### config.mk
export PLATFORM = sky130hd
export DESIGN_NAME = vga_timing
export DESIGN_NICKNAME = d
export VERILOG_FILES = /design/src/console_pkg.sv /design/src/vga_timing.sv
export SDC_FILE = /design/constraint.sdc
export NUM_CORES = 1
export LEC_CHECK = 0
export BUFFER_PORTS_ARGS = -buffer_cell sky130_fd_sc_hd__buf_2
export CAP_MARGIN = 20
export CORE_ASPECT_RATIO = 0.8
export CORE_MARGIN = 2
export CORE_UTILIZATION = 35
export CTS_CLUSTER_DIAMETER = 50
export DETAILED_ROUTE_END_ITERATION = 10
export GPL_TIMING_DRIVEN = 0
export PLACE_DENSITY = 0.6
export REMOVE_ABC_BUFFERS = 1
export SLEW_MARGIN = 20
export SYNTH_ARGS = -nofsm -noshare
export SYNTH_HDL_FRONTEND = slang
export SYNTH_SLANG_ARGS = --single-unit
### constraint.sdc
create_clock -name clk -period 2.9 [get_ports clk]
set_input_delay 0.435 -clock clk [delete_from_list [all_inputs] [get_ports clk]]
set_output_delay 0.435 -clock clk [all_outputs]
set_load 0.02 [all_outputs]
### src/console_pkg.sv
`default_nettype none

package console_pkg;

	// text grid
	localparam int text_cols = 70;
	localparam int text_rows = 30;
	localparam int text_cells = text_cols * text_rows;

	// character cell in pixels
	localparam int glyph_w = 9;
	localparam int glyph_h = 16;

	// horizontal timing in pixels
	localparam int h_visible = 640;
	localparam int h_front = 16;
	localparam int h_sync = 96;
	localparam int h_back = 48;
	localparam int h_total = h_visible + h_front + h_sync + h_back;

	// vertical timing in lines
	localparam int v_visible = 480;
	localparam int v_front = 10;
	localparam int v_sync = 2;
	localparam int v_back = 33;
	localparam int v_total = v_visible + v_front + v_sync + v_back;

	// code written by the clear sweep and by backspace
	localparam logic [7:0] char_space = 8'h20;

	typedef logic [11:0] cell_addr_t;
	typedef logic [7:0] char_t;
	// bit 0 is the leftmost pixel
	typedef logic [8:0] glyph_row_t;

	typedef enum logic [7:0] {
		cmd_print = 8'h00,
		cmd_backspace = 8'h08,
		cmd_newline = 8'h0A,
		cmd_formfeed = 8'h0C
	} cmd_e;

	typedef enum logic [1:0] {
		st_clear,
		st_idle,
		st_write,
		st_advance
	} cursor_state_e;

	typedef struct packed {
		logic en;
		cell_addr_t addr;
		char_t code;
	} text_wr_t;

	typedef struct packed {
		logic en;
		char_t code;
		logic [3:0] row;
		glyph_row_t bits;
	} glyph_wr_t;

	typedef struct packed {
		logic [9:0] x;
		logic [9:0] y;
		logic visible;
		logic hsync;
		logic vsync;
	} scan_pos_t;

endpackage

`default_nettype wire

### src/vga_timing.sv
`default_nettype none
`timescale 1ns/1ps

module vga_timing (
	input wire clk,
	input wire arst_n,
	output console_pkg::scan_pos_t scan
);

	import console_pkg::*;

	logic [9:0] h_cnt;
	logic [9:0] v_cnt;
	logic h_last;
	logic v_last;

	assign h_last = (h_cnt == 10'(h_total - 1));
	assign v_last = (v_cnt == 10'(v_total - 1));

	// pixel counter, steps the line counter at each wrap
	always_ff @(posedge clk or negedge arst_n) begin
		if (!arst_n) begin
			h_cnt <= '0;
			v_cnt <= '0;
		end else begin
			if (h_last) begin
				h_cnt <= '0;
				if (v_last) begin
					v_cnt <= '0;
				end else begin
					v_cnt <= v_cnt + 10'd1;
				end
			end else begin
				h_cnt <= h_cnt + 10'd1;
			end
		end
	end

	always_comb begin
		scan.x = h_cnt;
		scan.y = v_cnt;
		scan.visible = (h_cnt < 10'(h_visible)) && (v_cnt < 10'(v_visible));
		// syncs are active low
		scan.hsync = !((h_cnt >= 10'(h_visible + h_front)) &&
			(h_cnt < 10'(h_visible + h_front + h_sync)));
		scan.vsync = !((v_cnt >= 10'(v_visible + v_front)) &&
			(v_cnt < 10'(v_visible + v_front + v_sync)));
	end

	a_h_range: assert property (
		@(posedge clk) disable iff (!arst_n)
		h_cnt < 10'(h_total)
	);

	a_v_range: assert property (
		@(posedge clk) disable iff (!arst_n)
		v_cnt < 10'(v_total)
	);

endmodule

`default_nettype wire

* After elaboration in Yosys (flattened, before gate mapping)
Index checks and enable logic that the tools add are counted.
** Operators by class
- Add/subtract/negate cells :: 2
- $lt $le $gt $ge :: 6
- Equal/unequal tests :: 2
- Mux-type cells :: 2
- Reduce and logical (&&, ||, !) cells :: 5
** Operators with widths (count)
- adder 10 x 1 -> 10 bit, second input constant :: 2
- == test 10 bit, second input constant :: 2
- < comparator 10 bit, second input constant :: 2
- < comparator 10 x 9 -> 1 bit, second input constant :: 2
- 2-to-1 mux 10 bit :: 2
- >= comparator 10 bit, second input constant :: 1
- >= comparator 10 x 9 -> 1 bit, second input constant :: 1
- logical AND 1 bit :: 3
- logical NOT 1 bit :: 2
** Word-level totals
- Register bits after elaboration :: 20
- Bits of input ports :: 2
- Output and inout port bits :: 23
- Word-level logic and storage cells :: 19

* Longest topological paths before layout
- Word-level depth :: 3
- Mapped depth :: 6
- Gate-level depth less buffers :: 6

* Worst setup path before layout
OpenSTA, ideal clock, no wires.
- Path kind :: flip-flop to flip-flop
- Start :: reg h_cnt[5]
- End :: reg v_cnt[3]
- Library setup time :: 69 ps
- Arrival time :: 1838 ps
- Data required time :: 2831 ps
- Slack :: 992 ps
- Stages on the path, launching flop included :: 5
- Path buffers :: 0
- Period minus slack after synthesis :: 1908 ps
- Cells stage by stage :: dfrtp_1 -> or4b_4 -> or3_4 -> or3_1 -> nand3_1
** On the way
- Word-level cells in the longest chain between the ends :: 1
** Ends and longest elaborated chain
- from (decl) :: line vga_timing.sv:12 : logic [9:0] h_cnt;
- from (signal assigned) :: line vga_timing.sv:34 : h_cnt <= h_cnt + 10'd1;
- == test 10 bit :: line vga_timing.sv:17 : assign h_last = (h_cnt == 10'(h_total - 1));
- to (signal assigned) :: line vga_timing.sv:31 : v_cnt <= v_cnt + 10'd1;
- to (decl) :: line vga_timing.sv:13 : logic [9:0] v_cnt;
No other way between the ends.
A chain may end at the register's enable or synchronous reset.

* Worst setup path after layout
- Start :: reg h_cnt[0]
- End :: reg v_cnt[4]
The elaborated chain is that of the path after synthesis.

==> flow_summary.yaml <==
die:
  core_sq_mm: 0.00279
  fp.dieH_um: 52.8
  rows: 17
  die_area_sq_mm: 0.00343
  die_width_um: 65.0
  initial_core_util: 0.374
  io_pins: 25
power_and_ir_drop:
  power_w: 0.000490
  powerDensity_mw_per_mm2: 387
  peakVddDrop_v: 0.000191
  leakagePower_nw: 0.602
drt:
  drtIter0Drc: 24
  num_vias: 875
  wire_per_inst_um: 13.0
  drt_first_pass_iters: 4
  wirelength_um: 2210
  via_per_inst: 5.15
  ant_nets: 0
  route.detailed.drc: 0
sta:
  grt_setup_unrepaired: "no"
  post-route-min-period_ps: 2160
  finalSetupViolCount: 0
  fmax_ghz: 0.463
  tightest_slew_ps: 675
  period_share: 0.745
  finalMaxSlewViolations: 0
  slew_headroom: 0.548
  hold_viol_final: 0
  worst_clock_skew_ps: 4.86
  fin_setup_tns_ps: 0
cts:
  clkTransAtPathRegs_ps: 70
  h-tree-depth: 1
  numCtsBuffers: 3
  ctsHoldBuffers: 0
  cts_sinks: 20
  clock_path_buffers: 2
  cts_root_buf: "clkbuf_8"
  clk_latency_ps: 260
  post_cts_resized: 0
  cts_tree: "built"
  cts_setup_buffers: 0
global_routing:
  grt_max_degree: 21
  use_met2: 0.225
  met1_usage: 0.190
  overflow: 0
  grt.total_usage: 0.144
  grt_pass1_vias: 787
  antenna_found_initial: 0
  met3_usage: 0.0516
  grt_pass1_wl_um: 3580
  top_usage_layer: "met2"
synthesis:
  synth_cells: 105
  yosysWarnings: 0
  synth.distinct_cells: 31
  syn_area_per_cell_sq_um: 9.93
  yosysSeqAreaShare: 0.480
  ys_seq_elements: 20
  syn-cell-area_sq_mm: 0.00104
setup_path:
  path_max_fanout: 11
  critPathKind: "reg -> reg"
  crit_arrival_ps: 2300
  r2r-start: "h_cnt[0]"
  cp-startpoint: "h_cnt[0]"
  crit_path_end_kind: "flop"
  crit_path_start_kind: "flop"
  required_ps: 3040
outcome:
  status: "completed"
placed_design:
  port_buffers: 24
  globalplace.congestion: 0.782
  dp_hpwl_um: 1630
final_layout:
  fin_nets: 139
  drive_above_1_share: 0.265
  layout_common_cells: "buf_2 (24), dfrtp_1 (20), nand3_1 (10), nand2_1 (10), nand4_1 (8)"
  layout_commonest_cell: "buf_2"
  antenna_cells: 0
  area_delta_synth_final_pct: 21.4
min_path:
  holdCritPathClass: "in -> async"
run:
  drv_cap: 0
==> critical path, cell delays in order, from the launching register on <==
cell	delay, ps
dfrtp_1	430
ha_1	230
nand3_1	250
nor3_2	660
nand3_1	160
mux2_2	310
==> synth_stat cells <==
| cell | number | area (sq um) |
|---|---|---|
| dfrtp_1 | 20 | 500 |
| nand2_1 | 10 | 37.5 |
| nand3_1 | 10 | 50.1 |
| nand4_1 | 8 | 50.1 |
| nor2_1 | 6 | 22.5 |
| o21ai_0 | 6 | 30.0 |
| xor2_1 | 6 | 52.6 |
| ha_1 | 4 | 50.1 |
| inv_1 | 4 | 15.0 |
| xnor2_1 | 4 | 35.0 |
| a21oi_1 | 3 | 15.0 |
| a31oi_1 | 2 | 12.5 |
| nor3_1 | 2 | 10.0 |
| nor4_1 | 2 | 12.5 |
| nor4b_1 | 2 | 17.5 |
| and2_1 | 1 | 6.26 |
| and2_2 | 1 | 7.51 |
| and3_2 | 1 | 7.51 |
| and4_1 | 1 | 8.76 |
| buf_2 | 1 | 5.00 |
| mux2_2 | 1 | 11.3 |
| nand2b_1 | 1 | 6.26 |
| nand4b_1 | 1 | 8.76 |
| nor2b_1 | 1 | 6.26 |
| nor3_2 | 1 | 10.0 |
| o21a_1 | 1 | 7.51 |
| o31ai_1 | 1 | 7.51 |
| or3_1 | 1 | 6.26 |
| or3_4 | 1 | 11.3 |
| or4_1 | 1 | 7.51 |
| or4b_4 | 1 | 13.8 |
==> through the flow <==
stage | util | hold slack [ps] | std cells | setup WS (ps) | instance area [sq um]
after floorplan | - | 139 | 104 | 656 | 1040
after global placement | 0.432 | 412 | 166 | 368 | 1200
after detailed placement | 0.432 | 415 | 166 | 343 | 1200
after CTS | 0.452 | 130 | 170 | 326 | 1260
after global routing | 0.454 | 141 | 170 | 540 | 1260
final | 0.454 | 118 | 170 | 738 | 1260
==> registers in the layout (all words and copies together) (netlist names) <==
| signal | flops |
|---|---|
| h_cnt | 10 |
| v_cnt | 10 |
==> worst paths after layout <==
path	endpoint	slack [ps]	cells after the start
worst max-delay path	v_cnt[4]	740	5
worst min-delay path	v_cnt[9]	120	1
worst max register to register	v_cnt[4]	740	5
worst min register to register	h_cnt[0]	550	1
max in group asynchronous	h_cnt[5]	2470	1
min in group clk	h_cnt[0]	550	1
==> cells by family (layout without fill, tap and decap cells) <==
group | after synthesis | in the layout | share of synthesized area
buffers and inverters | 5 | 32 | 0.0192
and+or+nand+nor | 52 | 52 | 0.288
DFF | 20 | 20 | 0.480
adders and majority gates | 4 | 4 | 0.0480
muxes | 1 | 1 | 0.0108
xor gates and xnor gates | 10 | 10 | 0.0840
AOI/OAI and AO/OA | 13 | 13 | 0.0696
==> cell type report <==
type / count / area [sq um]
well taps: 38 / 47.5
inverters: 4 / 15.0
flip-flops and latches: 20 / 500
clock buffers: 4 / 55.1
repair buffers: 24 / 120
multi-input cells: 80 / 527
fillers: 281 / 1520
==> where the power goes <==
part | leakage, nW | internal (W) | switching, W | total, W
Combinational | 0.308 | 0.000000485 | 0.00000517 | 0.00000566
Clock | 0.0288 | 0.000121 | 0.0000845 | 0.000205
Sequential | 0.265 | 0.000279 | 0 | 0.000279
==> per-layer routing <==
layer	part of all wire	wire length, um	up-vias
li1	-	-	434
met2	0.44	966	20
met1	0.50	1100	419
met5	0	0	-
met4	0.0054	12	0
met3	0.057	125	2
Power figures use the tool's default switching activity.
