==> src/console_pkg.sv <==
`default_nettype none

package console_pkg;

	// text grid
	localparam int text_cols = 70;
	localparam int text_rows = 30;
	localparam int text_cells = text_cols * text_rows;

	// character cell in pixels
	localparam int glyph_w = 9;
	localparam int glyph_h = 16;

	// horizontal timing in pixels
	localparam int h_visible = 640;
	localparam int h_front = 16;
	localparam int h_sync = 96;
	localparam int h_back = 48;
	localparam int h_total = h_visible + h_front + h_sync + h_back;

	// vertical timing in lines
	localparam int v_visible = 480;
	localparam int v_front = 10;
	localparam int v_sync = 2;
	localparam int v_back = 33;
	localparam int v_total = v_visible + v_front + v_sync + v_back;

	// code written by the clear sweep and by backspace
	localparam logic [7:0] char_space = 8'h20;

	typedef logic [11:0] cell_addr_t;
	typedef logic [7:0] char_t;
	// bit 0 is the leftmost pixel
	typedef logic [8:0] glyph_row_t;

	typedef enum logic [7:0] {
		cmd_print = 8'h00,
		cmd_backspace = 8'h08,
		cmd_newline = 8'h0A,
		cmd_formfeed = 8'h0C
	} cmd_e;

	typedef enum logic [1:0] {
		st_clear,
		st_idle,
		st_write,
		st_advance
	} cursor_state_e;

	typedef struct packed {
		logic en;
		cell_addr_t addr;
		char_t code;
	} text_wr_t;

	typedef struct packed {
		logic en;
		char_t code;
		logic [3:0] row;
		glyph_row_t bits;
	} glyph_wr_t;

	typedef struct packed {
		logic [9:0] x;
		logic [9:0] y;
		logic visible;
		logic hsync;
		logic vsync;
	} scan_pos_t;

endpackage

`default_nettype wire

==> src/cursor_fsm.sv <==
`default_nettype none
`timescale 1ns/1ps

module cursor_fsm (
	input wire clk,
	input wire arst_n,
	input wire char_strobe,
	input wire console_pkg::char_t char_code,
	output logic busy,
	output console_pkg::text_wr_t text_wr
);

	import console_pkg::*;

	cursor_state_e state;
	cmd_e cmd;
	cmd_e cmd_q;
	char_t code_q;
	logic [6:0] col;
	logic [4:0] row;
	cell_addr_t sweep;
	cell_addr_t cur_addr;
	logic accept;

	assign busy = (state != st_idle);
	assign accept = char_strobe && !busy;
	assign cur_addr = cell_addr_t'(row * text_cols + col);

	// classify the incoming code
	always_comb begin
		case (char_code)
			8'h0A: cmd = cmd_newline;
			8'h08: cmd = cmd_backspace;
			8'h0C: cmd = cmd_formfeed;
			default: cmd = cmd_print;
		endcase
	end

	always_comb begin
		text_wr = '0;
		if (state == st_clear) begin
			text_wr = '{en: 1'b1, addr: sweep, code: char_space};
		end else if (state == st_write) begin
			text_wr = '{en: 1'b1, addr: cur_addr, code: code_q};
		end
	end

	// payload only, the state decides when it is used
	always_ff @(posedge clk) begin
		if (accept) begin
			code_q <= (cmd == cmd_backspace) ? char_space : char_code;
		end
	end

	always_ff @(posedge clk or negedge arst_n) begin
		if (!arst_n) begin
			state <= st_clear;
			cmd_q <= cmd_print;
			col <= '0;
			row <= '0;
			sweep <= '0;
		end else begin
			case (state)
				st_clear: begin
					if (sweep == cell_addr_t'(text_cells - 1)) begin
						state <= st_idle;
						col <= '0;
						row <= '0;
					end
					sweep <= sweep + 12'd1;
				end
				st_idle: begin
					if (accept) begin
						cmd_q <= cmd;
						case (cmd)
							cmd_formfeed: begin
								state <= st_clear;
								sweep <= '0;
							end
							cmd_newline: state <= st_advance;
							cmd_backspace: begin
								state <= st_write;
								// step back, wrapping to the end of the row above
								if (col != 7'd0) begin
									col <= col - 7'd1;
								end else if (row != 5'd0) begin
									col <= 7'(text_cols - 1);
									row <= row - 5'd1;
								end
							end
							default: state <= st_write;
						endcase
					end
				end
				st_write: begin
					state <= st_idle;
					if (cmd_q == cmd_print) begin
						if (col != 7'(text_cols - 1)) begin
							col <= col + 7'd1;
						end else if (row != 5'(text_rows - 1)) begin
							col <= '0;
							row <= row + 5'd1;
						end else begin
							// past the last row the screen is cleared
							state <= st_clear;
							sweep <= '0;
						end
					end
				end
				st_advance: begin
					state <= st_idle;
					col <= '0;
					if (row != 5'(text_rows - 1)) begin
						row <= row + 5'd1;
					end else begin
						state <= st_clear;
						sweep <= '0;
					end
				end
				default: state <= st_clear;
			endcase
		end
	end

	a_cursor_in_grid: assert property (
		@(posedge clk) disable iff (!arst_n)
		(col < 7'(text_cols)) && (row < 5'(text_rows))
	);

endmodule

`default_nettype wire

==> config.mk <==
export PLATFORM = sky130hd
export DESIGN_NAME = cursor_fsm
export DESIGN_NICKNAME = d
export VERILOG_FILES = /design/src/console_pkg.sv /design/src/cursor_fsm.sv
export SDC_FILE = /design/constraint.sdc
export NUM_CORES = 1
export LEC_CHECK = 0
export BUFFER_PORTS_ARGS = -buffer_cell sky130_fd_sc_hd__buf_4
export CAP_MARGIN = 40
export CORE_MARGIN = 2
export CORE_UTILIZATION = 54
export CTS_CLUSTER_SIZE = 8
export DETAILED_ROUTE_END_ITERATION = 10
export GPL_TIMING_DRIVEN = 0
export PLACE_DENSITY = 0.88
export SKIP_CTS_REPAIR_TIMING = 1
export SLEW_MARGIN = 20
export SYNTH_ARGS = -nofsm -noshare
export SYNTH_HDL_FRONTEND = slang
export SYNTH_SLANG_ARGS = --single-unit
==> constraint.sdc <==
create_clock -name clk -period 3.15 [get_ports clk]
set_input_delay 0.315 -clock clk [delete_from_list [all_inputs] [get_ports clk]]
set_output_delay 0.315 -clock clk [all_outputs]
set_load 0.05 [all_outputs]
### After elaboration in Yosys (flattened, before gate mapping)

Cells that the tools add are included.

| operators by class | value |
|---|---|
| multiply operators | 1 |
| div/mod/pow operators | 0 |
| $lt $le $gt $ge | 0 |
| multiplexer cells | 34 |
| $add $sub $neg | 6 |
| equality and inequality tests | 23 |
| shifts and indexed selects | 0 |
| reduce and logical (&&, ||, !) cells | 11 |
| bitwise logic cells | 0 |

Operators with widths:

| kind | number |
|---|---|
| 2-to-1 mux 12 bit | 5 |
| 2-to-1 mux 7 bit | 8 |
| == test 8 x 4 -> 1 bit, second input constant | 6 |
| one-hot mux 12 bit (4 select lines) | 1 |
| 2-to-1 mux 21 bit | 2 |
| 2-to-1 mux 5 bit | 8 |
| one-hot mux 7 bit (4 select lines) | 1 |
| one-hot mux 5 bit (4 select lines) | 1 |
| adder 12 x 1 -> 12 bit, second input constant | 1 |
| adder 12 x 7 -> 12 bit | 1 |
| == test 12 bit, second input constant | 1 |
| one-hot mux 4 bit (3 select lines) | 1 |
| multiplier 5 x 6 -> 11 bit, second input constant | 1 |
| != test 2 bit, second input constant | 5 |
| logical NOT 8 bit | 1 |
| != test 2 x 1 -> 1 bit, second input constant | 4 |
| one-hot mux 2 bit (4 select lines) | 1 |
| adder 7 x 1 -> 7 bit, second input constant | 1 |
| != test 7 bit, second input constant | 1 |
| AND reduction 7 bit | 1 |
| nonzero test 7 bit | 1 |
| subtractor 7 x 1 -> 7 bit, second input constant | 1 |
| AND reduction 6 bit | 1 |
| adder 5 x 1 -> 5 bit, second input constant | 1 |
| other kinds (15) | 20 |

| storage, ports and cells | value |
|---|---|
| flip-flop bits (word level) | 42 |
| word-level logic and storage cells | 81 |
| output and inout port bits | 22 |
| RAM bits | 0 |
| bits in read-only memories | 0 |
| bits in latches | 0 |
| memories kept | 0 |

### Longest topological paths before layout

| depth | value |
|---|---|
| depth after elaboration | 6 |
| gate-level depth with buffers | 14 |

### Least setup slack after synthesis

Ideal clock, no wire load.

| timing path | value |
|---|---|
| path kind | register to output |
| start point | reg row[3] |
| end point | out text_wr[16] (netlist bit) |
| path slack | -0.864 ns |
| data required time | 2.835 ns |
| stages on the path, launching flop included | 15 |
| data arrival time | 3.699 ns |
| path buffers | 0 |
| cell sequence | dfrtp_1 > inv_1 > ha_1 > inv_1 > ha_1 > ha_1 > a31oi_1 > xor2_1 > ha_1 > inv_1 > o21bai_1 > o41a_1 > nand2_1 > xor2_1 > o21ai_0 |

RTL lines:

| element | line | RTL |
|---|---|---|
| start: declaration | cursor_fsm.sv:20 | `logic [4:0] row;` |
| start signal: assignment | cursor_fsm.sv:88 | `row <= row - 5'd1;` |
| start signal: assignment | cursor_fsm.sv:102 | `row <= row + 5'd1;` |
| start signal: assignment | cursor_fsm.sv:114 | `row <= row + 5'd1;` |
| end: declaration | cursor_fsm.sv:10 | `output console_pkg::text_wr_t text_wr` |

==> flow_summary.json <==
{
  "stdcell_area_sq_um": 4160,
  "yosysWarnings": 0,
  "critPathKind": "register to output pin",
  "crit_path_start_kind": "register",
  "port_buffers": 32,
  "fin_nets": 476,
  "whs_ps": 276,
  "setup_slack_ps": -576,
  "worstPathArrival_ps": 3410,
  "hp-class": "input pin to register",
  "dpl_cell_area_sq_um": 3820,
  "ys_ff_latch": 37,
  "fin_cells": 504,
  "io_pins": 33,
  "maxCapViolations": 0,
  "worstPathRequired_ps": 2830,
  "areaGrowthSynthToFinish_pct": 23.5,
  "ys_types": 74,
  "regToRegSetupSlack_ps": 200,
  "fin_crit_ps": 3730,
  "clk_latency_ps": 300,
  "switching_share_pct": 22.3,
  "hold_violations": 0,
  "path_common_cell": "ha_4",
  "gp_congestion": 0.943,
  "setup_viol": 7,
  "vias_per_cell": 6.29,
  "final.period_utilization_pct": 118,
  "rr_worst_depth": 8,
  "drc_errors": 0,
  "die-area_sq_um": 6880,
  "worstPathMaxFanout": 4,
  "min_to": "code_q[7]",
  "track_usage_pct": 25.4,
  "ant_nets": 0,
  "overflow": 0,
  "holdPathStages": 2,
  "core_area_sq_um": 5960,
  "first_iter_violations": 245,
  "grt_max_degree": 30,
  "dp.cells": 483,
  "worstHoldStart": "char_code[7]",
  "combPwrFrac_pct": 3.2,
  "outcome": "finished, violations left",
  "die_x_um": 83.0,
  "antenna_found_initial": 0,
  "syn_nets": 424,
  "clk_pin_slew_worst_paths_ps": 80,
  "cts_tree": "yes",
  "post-place-ws_ps": -382,
  "maxSlewViolCount": 0,
  "synthArstFlopShare_pct": 78.4,
  "max_slew.worst_pin.slew_ps": 891,
  "crit_family": "adder cells",
  "critPathMaxStageDelay_ps": 420,
  "max_slew_margin_pct": 40.3,
  "synth_top_flop_cell": "dfrtp_1",
  "cts_buffers": 5,
  "wl_mm": 9.28,
  "timing.rr.end": "sweep[2]",
  "clockRootBuffer": "clkbuf_8",
  "critPathBufInv": 3,
  "fmax_mhz": 268,
  "drt_pre_antenna_iters": 6,
  "post-route-util_pct": 69.8,
  "vias": 3169,
  "pwr-share-clk_pct": 45.5,
  "cts.sinks": 37,
  "htreeDepth": 2,
  "drive_above_1_share_pct": 28.2,
  "power_density_nw_per_um2": 229,
  "die_h_um": 83.0,
  "total_power_mw": 0.952,
  "synthCells": 376,
  "rows": 28,
  "n_antenna_cell": 0,
  "p_sw_mw": 0.212,
  "path_cells": "inv_4 > ha_4 > inv_2 > ha_4 > ha_4 > xor2_2 > ha_1 > o21a_1 > o31a_1 > o21a_1 > o211a_1 > nand4_1 > or3b_4 > buf_8",
  "ir_drop_v": 0.000215,
  "p_int_mw": 0.740,
  "start_util_pct": 56.5,
  "tns_ps": -2290,
  "violations": "setup timing",
  "grt_pass1_vias": 2988,
  "grt_pass1_wl_mm": 14.4,
  "dpl.hpwl_mm": 6.51,
  "yosysSeqAreaShare_pct": 28.7,
  "wire_per_inst_um": 18.4,
  "synth_edf_count": 8,
  "critPathCaptureType": "output pin",
  "slowest_stage": "dfrtp_2",
  "p_leak_nw": 1.81,
  "r2r-start": "state[1]",
  "netlist_area_sq_um": 3370,
  "seqPwrFrac_pct": 51.4,
  "avgSynthCellArea_sq_um": 8.95,
  "skew_ps": 8.97,
  "rsz0062_at_grt": "true",
  "cts_max_path_buffers": 2
}
## flip-flops by register name, indices dropped and copies added (netlist names)
name,count
state,2
row,5
cmd_q,3
code_q,8
col,7
sweep,12
## worst reg2reg max path, cell delays in order (launching register included)
cell and delay [ps]:
dfrtp_1 490, inv_1 220, ha_1 200, buf_6 150, inv_2 120, o221ai_1 560, clkbuf_1 410, clkbuf_1 430
o221ai_1 210
## placed cells by master (no fill, tap or decap), drive strengths merged, types with 3 or more instances in the layout
cell type,instances
o31ai,8
nand3,12
o22ai,3
dfrtp,29
a211oi,4
a31oi,4
a22o,5
a221o,3
buf,52
nand2b,4
edfxtp,8
inv,27
nand4,5
nand2,37
fa,3
nor4,4
nor2b,5
ha,34
o21a,3
o21ai,34
xor2,7
or2,4
and4,3
nand3b,3
nor2,15
a21o,5
and3,13
nor3,11
or3,3
clkbuf,19
xnor2,9
a21oi,20
## area by class of cell
class,instances,area (sq um)
multi-input cells,291,2370
well taps,75,93.8
inverters,26,100
clock inverters,3,43.8
clock buffers,5,68.8
repair buffers,45,367
fillers,446,1800
flip-flops and latches,37,970
plain buffers,22,146
## metal layers
layer	part of all wire [%]	global-route usage (%)	wire, um	up-vias
met5	0	0	0	-
met4	2.0	9.69	182	0
met3	6.3	4.67	586	22
met2	50	42.4	4660	148
met1	41	32.6	3840	1521
li1	-	-	-	1478
## power by group through the flow
| stage | registers (mW) | logic (mW) | clock network (mW) |
|---|---|---|---|
| 4_1_cts | 0.489 | 0.0293 | 0.429 |
| 5_1_grt | 0.489 | 0.0334 | 0.453 |
| 6_report | 0.489 | 0.0302 | 0.433 |
| 3_5_place_dp | 0.499 | 0.0292 | 0 |
| 2_1_floorplan | 0.499 | 0.00690 | 0 |
| 3_3_place_gp | 0.499 | 0.0285 | 0 |
## how the worst max path moves through the flow
stage	startpoint	endpoint	cells after the start
2_1_floorplan	row[3]	text_wr[18]	14
3_3_place_gp	row[3]	text_wr[19]	13
3_5_place_dp	row[3]	text_wr[19]	13
4_1_cts	row[3]	text_wr[19]	12
5_1_grt	row[3]	text_wr[19]	14
6_report	row[3]	text_wr[19]	14
## kinds of logic after synthesis
| family | synth area share [%] |
|---|---|
| AOI/OAI and AO/OA | 22.9 |
| buffers and inverters | 7.14 |
| xor gates and xnor gates | 4.16 |
| adders and majority gates | 14.4 |
| DFF | 28.7 |
| muxes | 0.669 |
| and+or+nand+nor | 22.0 |
## synthesized netlist by cell type, types with 6 or more instances
master	count	area (sq um)
edfxtp_1	8	240
nand2_1	37	139
nor3_1	11	55.1
o31ai_1	6	45.0
nand3_1	11	55.1
nor2_1	15	56.3
a21oi_1	20	100
o21ai_1	20	100
ha_1	34	425
xor2_1	7	61.3
buf_6	6	67.6
o21ai_0	14	70.1
clkbuf_1	12	45.0
xnor2_1	9	78.8
inv_1	25	93.8
dfrtp_1	29	726
and3_1	12	75.1
Note: power is estimated with default switching activity, not from simulation.
