[src/console_pkg.sv]
`default_nettype none

package console_pkg;

	// text grid
	localparam int text_cols = 70;
	localparam int text_rows = 30;
	localparam int text_cells = text_cols * text_rows;

	// character cell in pixels
	localparam int glyph_w = 9;
	localparam int glyph_h = 16;

	// horizontal timing in pixels
	localparam int h_visible = 640;
	localparam int h_front = 16;
	localparam int h_sync = 96;
	localparam int h_back = 48;
	localparam int h_total = h_visible + h_front + h_sync + h_back;

	// vertical timing in lines
	localparam int v_visible = 480;
	localparam int v_front = 10;
	localparam int v_sync = 2;
	localparam int v_back = 33;
	localparam int v_total = v_visible + v_front + v_sync + v_back;

	// code written by the clear sweep and by backspace
	localparam logic [7:0] char_space = 8'h20;

	typedef logic [11:0] cell_addr_t;
	typedef logic [7:0] char_t;
	// bit 0 is the leftmost pixel
	typedef logic [8:0] glyph_row_t;

	typedef enum logic [7:0] {
		cmd_print = 8'h00,
		cmd_backspace = 8'h08,
		cmd_newline = 8'h0A,
		cmd_formfeed = 8'h0C
	} cmd_e;

	typedef enum logic [1:0] {
		st_clear,
		st_idle,
		st_write,
		st_advance
	} cursor_state_e;

	typedef struct packed {
		logic en;
		cell_addr_t addr;
		char_t code;
	} text_wr_t;

	typedef struct packed {
		logic en;
		char_t code;
		logic [3:0] row;
		glyph_row_t bits;
	} glyph_wr_t;

	typedef struct packed {
		logic [9:0] x;
		logic [9:0] y;
		logic visible;
		logic hsync;
		logic vsync;
	} scan_pos_t;

endpackage

`default_nettype wire

[src/glyph_render.sv]
`default_nettype none
`timescale 1ns/1ps

module glyph_render (
	input wire clk,
	input wire arst_n,
	input wire console_pkg::scan_pos_t scan,
	output console_pkg::cell_addr_t text_addr,
	input wire console_pkg::char_t text_code,
	output console_pkg::char_t glyph_code,
	output logic [3:0] glyph_row,
	input wire console_pkg::glyph_row_t glyph_bits,
	output logic vga_hsync,
	output logic vga_vsync,
	output logic vga_blank_n,
	output logic [7:0] vga_r,
	output logic [7:0] vga_g,
	output logic [7:0] vga_b
);

	import console_pkg::*;

	logic [6:0] cell_col;
	logic [5:0] cell_row;
	logic in_grid;
	logic [3:0] s1_col_off;
	logic [3:0] s1_row_off;
	logic s1_in_grid;
	logic s1_visible;
	logic s1_hsync;
	logic s1_vsync;
	logic [3:0] s2_col_off;
	logic s2_in_grid;
	logic s2_visible;
	logic s2_hsync;
	logic s2_vsync;
	logic pix_on;

	// cell lookup straight from the counters
	always_comb begin
		cell_col = 7'(scan.x / 10'(glyph_w));
		cell_row = 6'(scan.y / 10'(glyph_h));
		// columns 630..639 fall outside the grid
		in_grid = scan.visible && (scan.x < 10'(text_cols * glyph_w));
		text_addr = in_grid ? cell_addr_t'(cell_row * text_cols + cell_col) : '0;
	end

	// glyph address from the returned code and the stage 1 row
	assign glyph_code = text_code;
	assign glyph_row = s1_row_off;

	always_ff @(posedge clk) begin
		s1_col_off <= 4'(scan.x % 10'(glyph_w));
		s1_row_off <= 4'(scan.y % 10'(glyph_h));
		s2_col_off <= s1_col_off;
	end

	// sync and blank pipeline, idles inactive out of reset
	always_ff @(posedge clk or negedge arst_n) begin
		if (!arst_n) begin
			s1_in_grid <= 1'b0;
			s1_visible <= 1'b0;
			s1_hsync <= 1'b1;
			s1_vsync <= 1'b1;
			s2_in_grid <= 1'b0;
			s2_visible <= 1'b0;
			s2_hsync <= 1'b1;
			s2_vsync <= 1'b1;
		end else begin
			s1_in_grid <= in_grid;
			s1_visible <= scan.visible;
			s1_hsync <= scan.hsync;
			s1_vsync <= scan.vsync;
			s2_in_grid <= s1_in_grid;
			s2_visible <= s1_visible;
			s2_hsync <= s1_hsync;
			s2_vsync <= s1_vsync;
		end
	end

	assign pix_on = s2_in_grid && glyph_bits[s2_col_off];

	assign vga_hsync = s2_hsync;
	assign vga_vsync = s2_vsync;
	assign vga_blank_n = s2_visible;
	// white on black
	assign vga_r = {8{pix_on}};
	assign vga_g = {8{pix_on}};
	assign vga_b = {8{pix_on}};

endmodule

`default_nettype wire

[config.mk]
export PLATFORM = sky130hd
export DESIGN_NAME = glyph_render
export DESIGN_NICKNAME = d
export VERILOG_FILES = /design/src/console_pkg.sv /design/src/glyph_render.sv
export SDC_FILE = /design/constraint.sdc
export NUM_CORES = 1
export LEC_CHECK = 0
export BUFFER_PORTS_ARGS = -buffer_cell sky130_fd_sc_hd__buf_4
export CAP_MARGIN = 25
export CORE_MARGIN = 4
export CORE_UTILIZATION = 57
export DETAILED_ROUTE_END_ITERATION = 7
export HOLD_SLACK_MARGIN = 0.02
export PLACE_DENSITY = 0.87
export RECOVER_POWER = 25
export SLEW_MARGIN = 15
export SYNTH_ARGS = -nofsm -noshare
export SYNTH_HDL_FRONTEND = slang
export SYNTH_SLANG_ARGS = --single-unit
[constraint.sdc]
create_clock -name clk -period 22.5 [get_ports clk]
set_clock_uncertainty 0.05 [all_clocks]
set_input_delay 4.5 -clock clk [delete_from_list [all_inputs] [get_ports clk]]
set_output_delay 4.5 -clock clk [all_outputs]
set_load 0.02 [all_outputs]
**Word-level counts from Yosys, hierarchy flattened**

Index checks and enable logic that the tools add are counted.

- Input bits: 42
- Output and inout bits: 51
- Logic and storage cells: 22
- Register bits after elaboration: 20

- $mul: 1
- Divide/modulo/power cells: 2
- Add/subtract/negate cells: 1
- Multiplexer cells: 3
- Order comparisons: 2
- Reductions and logical operators: 2

Operators by type and width:

| operator | number |
|---|---|
| $add A12 B7 Y12 | 1 |
| $mux W12 | 1 |
| $mul A6 B6 Y11 const B | 1 |
| $div A10 B4 Y10 const B | 1 |
| $lt A10 B10 Y1 const B | 1 |
| $mod A10 B4 Y10 const B | 1 |
| $lt A4 B5 Y1 const B | 1 |
| $bmux W1 S4 | 1 |
| $logic_and A1 B1 Y1 | 2 |
| $mux W1 | 1 |

**Longest topological paths before layout**

Gate-level depths: netlist (run 1).

- Word-level depth: 3
- Gate-level depth with buffers: 27
- Gate-level depth less buffers: 26

**Worst setup path before layout (run 1)**

OpenSTA, ideal clock, no wires.

- Path type: input -> output
- Start point: input scan[21] (netlist name)
- End point: output text_addr[11]
- Required time: 17950 ps
- Arrival: 9170 ps
- Path slack: 8780 ps
- Stages: 27
- Buffers on the path: 2
- Path through: buf_4 > xnor2_1 > mux2i_1 > and2_1 > buf_6 > a311oi_2 > nor4_2 > or2_2 > o21ai_0 > a21boi_1 > ha_1 > inv_1 > nor4_4 > a211o_2 > nand2_1 > ha_1 > inv_1 > fa_1 > nor2b_1 > o21ai_0 > nand2b_1 > a21o_1 > a21o_1 > and3_1 > nand3_1 > xnor2_1 > nor2_1

- Word-level cells in the longest chain between the ends: 3
- Elaborated cells on any way between the ends: 5
- Classes of those cells: add/sub (1); div (1); order compare (1); mux (1); reduce/logical (1)

Ends and longest elaborated chain:

| item | RTL line | RTL |
|---|---|---|
| start, declared | glyph_render.sv:7 | `input wire console_pkg::scan_pos_t scan,` |
| $div A10 B4 Y10 or $lt A10 B10 Y1 (tied branches) | glyph_render.sv:41, glyph_render.sv:44 |  |
| $add A12 B7 Y12 or $logic_and A1 B1 Y1 (tied branches) | glyph_render.sv:45, glyph_render.sv:44 |  |
| $mux W12 * | glyph_render.sv:45 | `text_addr = in_grid ? cell_addr_t'(cell_row * text_cols + cell_col) : '0;` |
| end, declared | glyph_render.sv:8 | `output console_pkg::cell_addr_t text_addr,` |

Mark *: on every way between the ends. The rest lies on a longest branch, timed or not.

**Final worst setup path (run 1)**

Same ends and word-level chain as after synthesis.

==> flow_summary.ini, run 1 <==
[flow_run]
cap_violations = 0

[drt]
vias = 2806
via_per_inst = 6.060
routed_wl_mm = 7.177
dr.pass1.iters = 4
wl_per_cell_um = 15.50
ant_nets = 0
drc = 0
drt_iter0_drc = 91

[yosys]
synth_cell_types = 87
synthArstFlopShare_pct = 40.00
synth.ff_latch_count = 20
yosysWarnings = 0
yosys_most_used_dff = dfxtp_1
avgSynthCellArea_um2 = 8.490
syn-instance-count = 359
syn_nets = 432
seq_area_frac_synth_pct = 14.61
syn_area_um2 = 3048
synth_edf_count = 0

[critical_path]
arrival_ns = 10.00
crit_required_ns = 17.95
slowest_delay_ns = 0.62
endpoint_kind = output pin
crit_fanout = 12
crit_type = in -> out
crit_path_top_delay_cell = nor2b_1
ff2ff_setup_slack_ns = 21.88
startpoint_type = input pin

[grt]
grt_max_degree = 25
track_usage_pct = 21.21
grt_pass1_vias = 2543
grt_pass1_wl_mm = 11.34
grt-ovfl-total = 0
antenna_found_initial = 0

[final_layout]
drive_gt1_share_pct = 31.04
nets = 467
area_growth_pct = 13.14
final_common_cell = buf_4
antenna_cells = 0
multiInputGateArea_um2 = 2176
layout_common_cells = 72 x buf_4, 28 x ha_1, 26 x inv_1
final-seq-area_um2 = 445.4
fillCellCount = 435
stdcell_area_um2 = 3448

[placement]
placed_area_um2 = 3381
place_hpwl_mm = 5.945
gp_congestion = 0.8827
io_buffer_count = 76

[clock_network]
insertion_delay_ns = 0.25
cts_buffers = 3
clockBufferDepth = 2
cts.repair.resized = 0
clk_pin_slew_ns = 0.06
cts_setup_buffers = 0
cts_root_buffer = clkbuf_8
clkSinkCount = 20
cts_hold_buffers = 0
h-tree-depth = 1
cts_tree = built

[floorplanning]
dieWidth_um = 81.13
die_height_um = 81.13
die_area_um2 = 6581
pin_count = 93
num_rows = 26
core_um2 = 5140
start_util_pct = 59.30

[hold_path]
min_path_type = reg -> reg

[sta]
rsz0062_at_grt = false
fin_setup_tns_ns = 0
finalSetupViolations = 0
worst_pin_slew_ns = 0.7434
post-route-period-util_pct = 64.67
post-route-min-period_ns = 14.55
fmax_mhz = 68.72
final_hold_viol_count = 0
maxSlewHeadroom_pct = 50.34
maxSlewViolCount = 0

[power_and_ir_drop]
leakage_nw = 1.647
ir_drop_v = 0.00004582
power.density_nw_per_um2 = 72.50

[status]
status = complete, no violations
[critical path: cells and delay by family]
kind | cells | cell delay (ns)
simple gates | 10 | 2.45
compound gates | 9 | 1.73
fa+ha+maj | 3 | 0.71
buf+inv | 4 | 0.51
xor+xnor | 1 | 0.11
[final cells by class]
type | count | area share, %
timing repair buffer | 76 | 16.44
clock buffer | 3 | 1.197
inverter | 27 | 2.939
tap | 70 | 2.540
multi-input combinational | 266 | 63.10
clock inverter | 1 | 0.8708
sequential | 20 | 12.92
[per-layer routing]
metal	up-vias	share of wire [%]	global-route usage (%)	wire [um]
met4	0	1.6	5.743	116
met1	1311	41	25.89	2963
li1	1375	-	-	-
met3	12	7.4	2.106	528
met2	108	50	39.24	3568
met5	-	0	0	0
[through the flow]
stage | setup slack (ns) | std cells | hold slack (ns) | utilization, % | power [W]
floorplan | 8.780 | 359 | 0.2596 | - | 0.0001852
global placement | 8.220 | 459 | 0.2626 | 65.77 | 0.0002108
detailed placement | 7.981 | 459 | 0.2635 | 65.77 | 0.0002159
CTS | 7.977 | 463 | 0.2792 | 67.16 | 0.0002510
global route | 7.392 | 463 | 0.2845 | 67.09 | 0.0002685
finish | 7.948 | 463 | 0.2784 | 67.09 | 0.0002500
[cells in the mapped netlist, drive strengths merged (3+ instances only)]
| cell | instances | area, um^2 |
|---|---|---|
| a211oi | 4 | 47.54 |
| xnor2 | 11 | 96.34 |
| dfxtp | 12 | 240.2 |
| a21o | 11 | 82.58 |
| ha | 28 | 350.3 |
| nand2b | 5 | 38.79 |
| fa | 3 | 60.06 |
| dfstp | 4 | 105.1 |
| inv | 27 | 101.3 |
| mux2 | 3 | 37.53 |
| o311a | 3 | 30.03 |
| nor3 | 12 | 65.06 |
| a211o | 3 | 27.53 |
| o211ai | 9 | 77.57 |
| or2 | 3 | 18.77 |
| nand4 | 5 | 37.53 |
| o21ai | 16 | 83.83 |
| and2 | 5 | 31.28 |
| a2111oi | 3 | 38.79 |
| nor2 | 21 | 78.83 |
| o41ai | 6 | 86.34 |
| o211a | 7 | 70.07 |
| nor2b | 7 | 43.79 |
| nor4 | 6 | 58.80 |
| xor2 | 3 | 26.28 |
| dfrtp | 4 | 100.1 |
| a21oi | 17 | 96.35 |
| and3 | 5 | 31.28 |
| nand2 | 16 | 62.56 |
| a22o | 3 | 26.28 |
| buf | 43 | 314.0 |
| clkbuf | 3 | 11.26 |
| or3 | 3 | 18.77 |
| nand3 | 7 | 40.04 |
| or4 | 3 | 26.27 |
[final timing paths]
path / startpoint / cells after the start / end
max: scan[21] / 27 / text_addr[11]
min: s1_col_off[0] / 0 / s2_col_off[0]
max reg2reg: s1_vsync / 0 / vga_vsync
min reg2reg: s1_col_off[0] / 0 / s2_col_off[0]
max in group asynchronous: arst_n / 1 / vga_vsync
min in group asynchronous: arst_n / 1 / s1_visible
[power breakdown]
part / total (W) / switching [W] / internal, W
Clock: 0.0000340 / 0.0000103 / 0.0000237
Sequential: 0.0000488 / 0.00000433 / 0.0000445
Combinational: 0.000167 / 0.0000947 / 0.0000724
[logic make-up after synthesis]
family	share of synthesized area (%)
AO/OA/AOI/OAI	30.54
AND/OR/NAND/NOR	20.32
buffers and inverters	14.00
adder cells (fa/ha/maj)	13.46
flip-flops	14.61
XOR/XNOR	4.023
multiplexers	3.037
Note: power is estimated with default switching activity, not from simulation.
==> inputs of run 2 (changes only) <==
- CORE_UTILIZATION: 57 -> 48
- PLACE_DENSITY: 0.87 -> 0.78
- clock period: 22.5 -> 12.55 ns (I/O delays scaled with it)
==> run 2 against run 1 <==
Net effect:
- first-iteration DRC count is 13% higher
- via count is 0.89% lower
- routed wire length is 1.5% higher
- combinational power is 78% higher
- sequential power is 78% higher
- die area is 17% higher
- clock power is 38% higher
- total power is 72% higher
- critical path type unchanged
==> flow_summary.ini, run 2 (synthesized netlist as in run 1, its figures left out) <==
[sta]
rsz0062_at_grt = false
maxSlewHeadroom_pct = 48.47
maxSlewViolCount = 0
final_hold_viol_count = 0
post-route-period-util_pct = 84.72
finalWorstSetupSlack_ns = 1.918
worst_pin_slew_ns = 0.7713
fin_setup_tns_ns = 0
hold_slack_ns = 0.2770
post-route-min-period_ns = 10.63
fmax_mhz = 94.06
finalSetupViolations = 0

[critical_path]
crit_start = scan[21]
endpoint_kind = output pin
arrival_ns = 8.07
worstRegToRegCells = 0
startpoint_type = input pin
crit_fanout = 12
worstReg2RegStart = s1_hsync
crit_type = in -> out
r2r_end = vga_hsync
crit_required_ns = 9.99
crit_path_top_delay_cell = nor2b_1
ff2ff_setup_slack_ns = 11.89
slowest_delay_ns = 0.64

[grt]
grt_pass1_vias = 2574
grt-ovfl-total = 0
grt_pass1_wl_mm = 11.74
track_usage_pct = 18.50
antenna_found_initial = 0
grt_max_degree = 25

[clock_network]
clockBufferDepth = 2
cts.repair.resized = 0
clk_pin_slew_ns = 0.07
cts_setup_buffers = 0
cts_root_buffer = clkbuf_8
cts_buffers = 3
insertion_delay_ns = 0.25
cts_tree = built
h-tree-depth = 1
cts_hold_buffers = 0
clkSinkCount = 20

[floorplanning]
core_um2 = 6026
num_rows = 28
start_util_pct = 50.58
dieWidth_um = 87.69
die_height_um = 87.69
pin_count = 93
die_area_um2 = 7689

[final_layout]
layout_common_cells = 72 x buf_4, 28 x ha_1, 26 x inv_1
drive_gt1_share_pct = 30.79
final_common_cell = buf_4
nets = 467
area_growth_pct = 12.81
antenna_cells = 0

[hold_path]
min-delay-start = s1_col_off[2]
holdPathStages = 0
min_path_type = reg -> reg
hold_end = s2_col_off[2]

[drt]
ant_nets = 0
routed_wl_mm = 7.283
via_per_inst = 5.942
vias = 2781
dr.pass1.iters = 4
drc = 0
wl_per_cell_um = 15.56
drt_iter0_drc = 103

[power_and_ir_drop]
leakage_nw = 1.640
power.density_nw_per_um2 = 125.4
ir_drop_v = 0.00008992

[placement]
io_buffer_count = 76
pre_cts_slack_ns = 1.895
place_hpwl_mm = 6.088
gp_congestion = 0.9045

[flow_run]
cap_violations = 0

[status]
status = complete, no violations
-- run 2: cell count changes in the layout (fill, tap and decap cells not counted), sizes merged --
cell and change:
clkbuf +1, bufinv -1
-- run 2: worst max-delay path, delay by kind of cell --
kind | cells | cell delay [ns]
AND/OR/NAND/NOR | 10 | 2.45
AO/OA/AOI/OAI | 9 | 1.75
adder cells (fa/ha/maj) | 3 | 0.72
buffers and inverters | 4 | 0.51
XOR/XNOR | 1 | 0.12
-- run 2: per-stage QoR --
stage | cell area [um^2] | utilization, % | power, W | instances
after floorplan | 3048 | - | 0.0003321 | 359
after global placement | 3387 | 56.21 | 0.0003811 | 464
after detailed placement | 3387 | 56.21 | 0.0003857 | 464
after CTS | 3442 | 57.12 | 0.0004347 | 468
after global routing | 3438 | 57.06 | 0.0004656 | 468
final | 3438 | 57.06 | 0.0004311 | 468
-- run 2: per-layer routing --
layer | up-vias | part of all wire (%) | global-route usage, %
met4 | 0 | 2.3 | 5.997
met1 | 1294 | 42 | 23.29
met5 | - | 0 | 0
met3 | 16 | 8.3 | 2.728
li1 | 1363 | - | -
met2 | 108 | 47 | 32.26
-- run 2: cell type report --
class / instances / area, um^2
Fill cell: 553 / 2587
Multi-Input combinational cell: 266 / 2176
Timing Repair Buffer: 76 / 566.8
Sequential cell: 20 / 445.4
Inverter: 27 / 101.3
Tap cell: 75 / 93.84
Clock buffer: 4 / 55.05
-- run 2: power by group --
part	total [W]	internal, W	switching (W)
sequential	0.0000867	0.0000797	0.00000700
combinational	0.000297	0.000129	0.000168
clock	0.0000470	0.0000279	0.0000191
total	0.000431	0.000237	0.000194
-- run 2: worst max-delay path by stage --
stage	to	cells after the start
floorplan	text_addr[11]	27
global placement	text_addr[11]	27
detailed placement	text_addr[11]	27
CTS	text_addr[11]	27
global route	text_addr[11]	27
finish	text_addr[11]	27
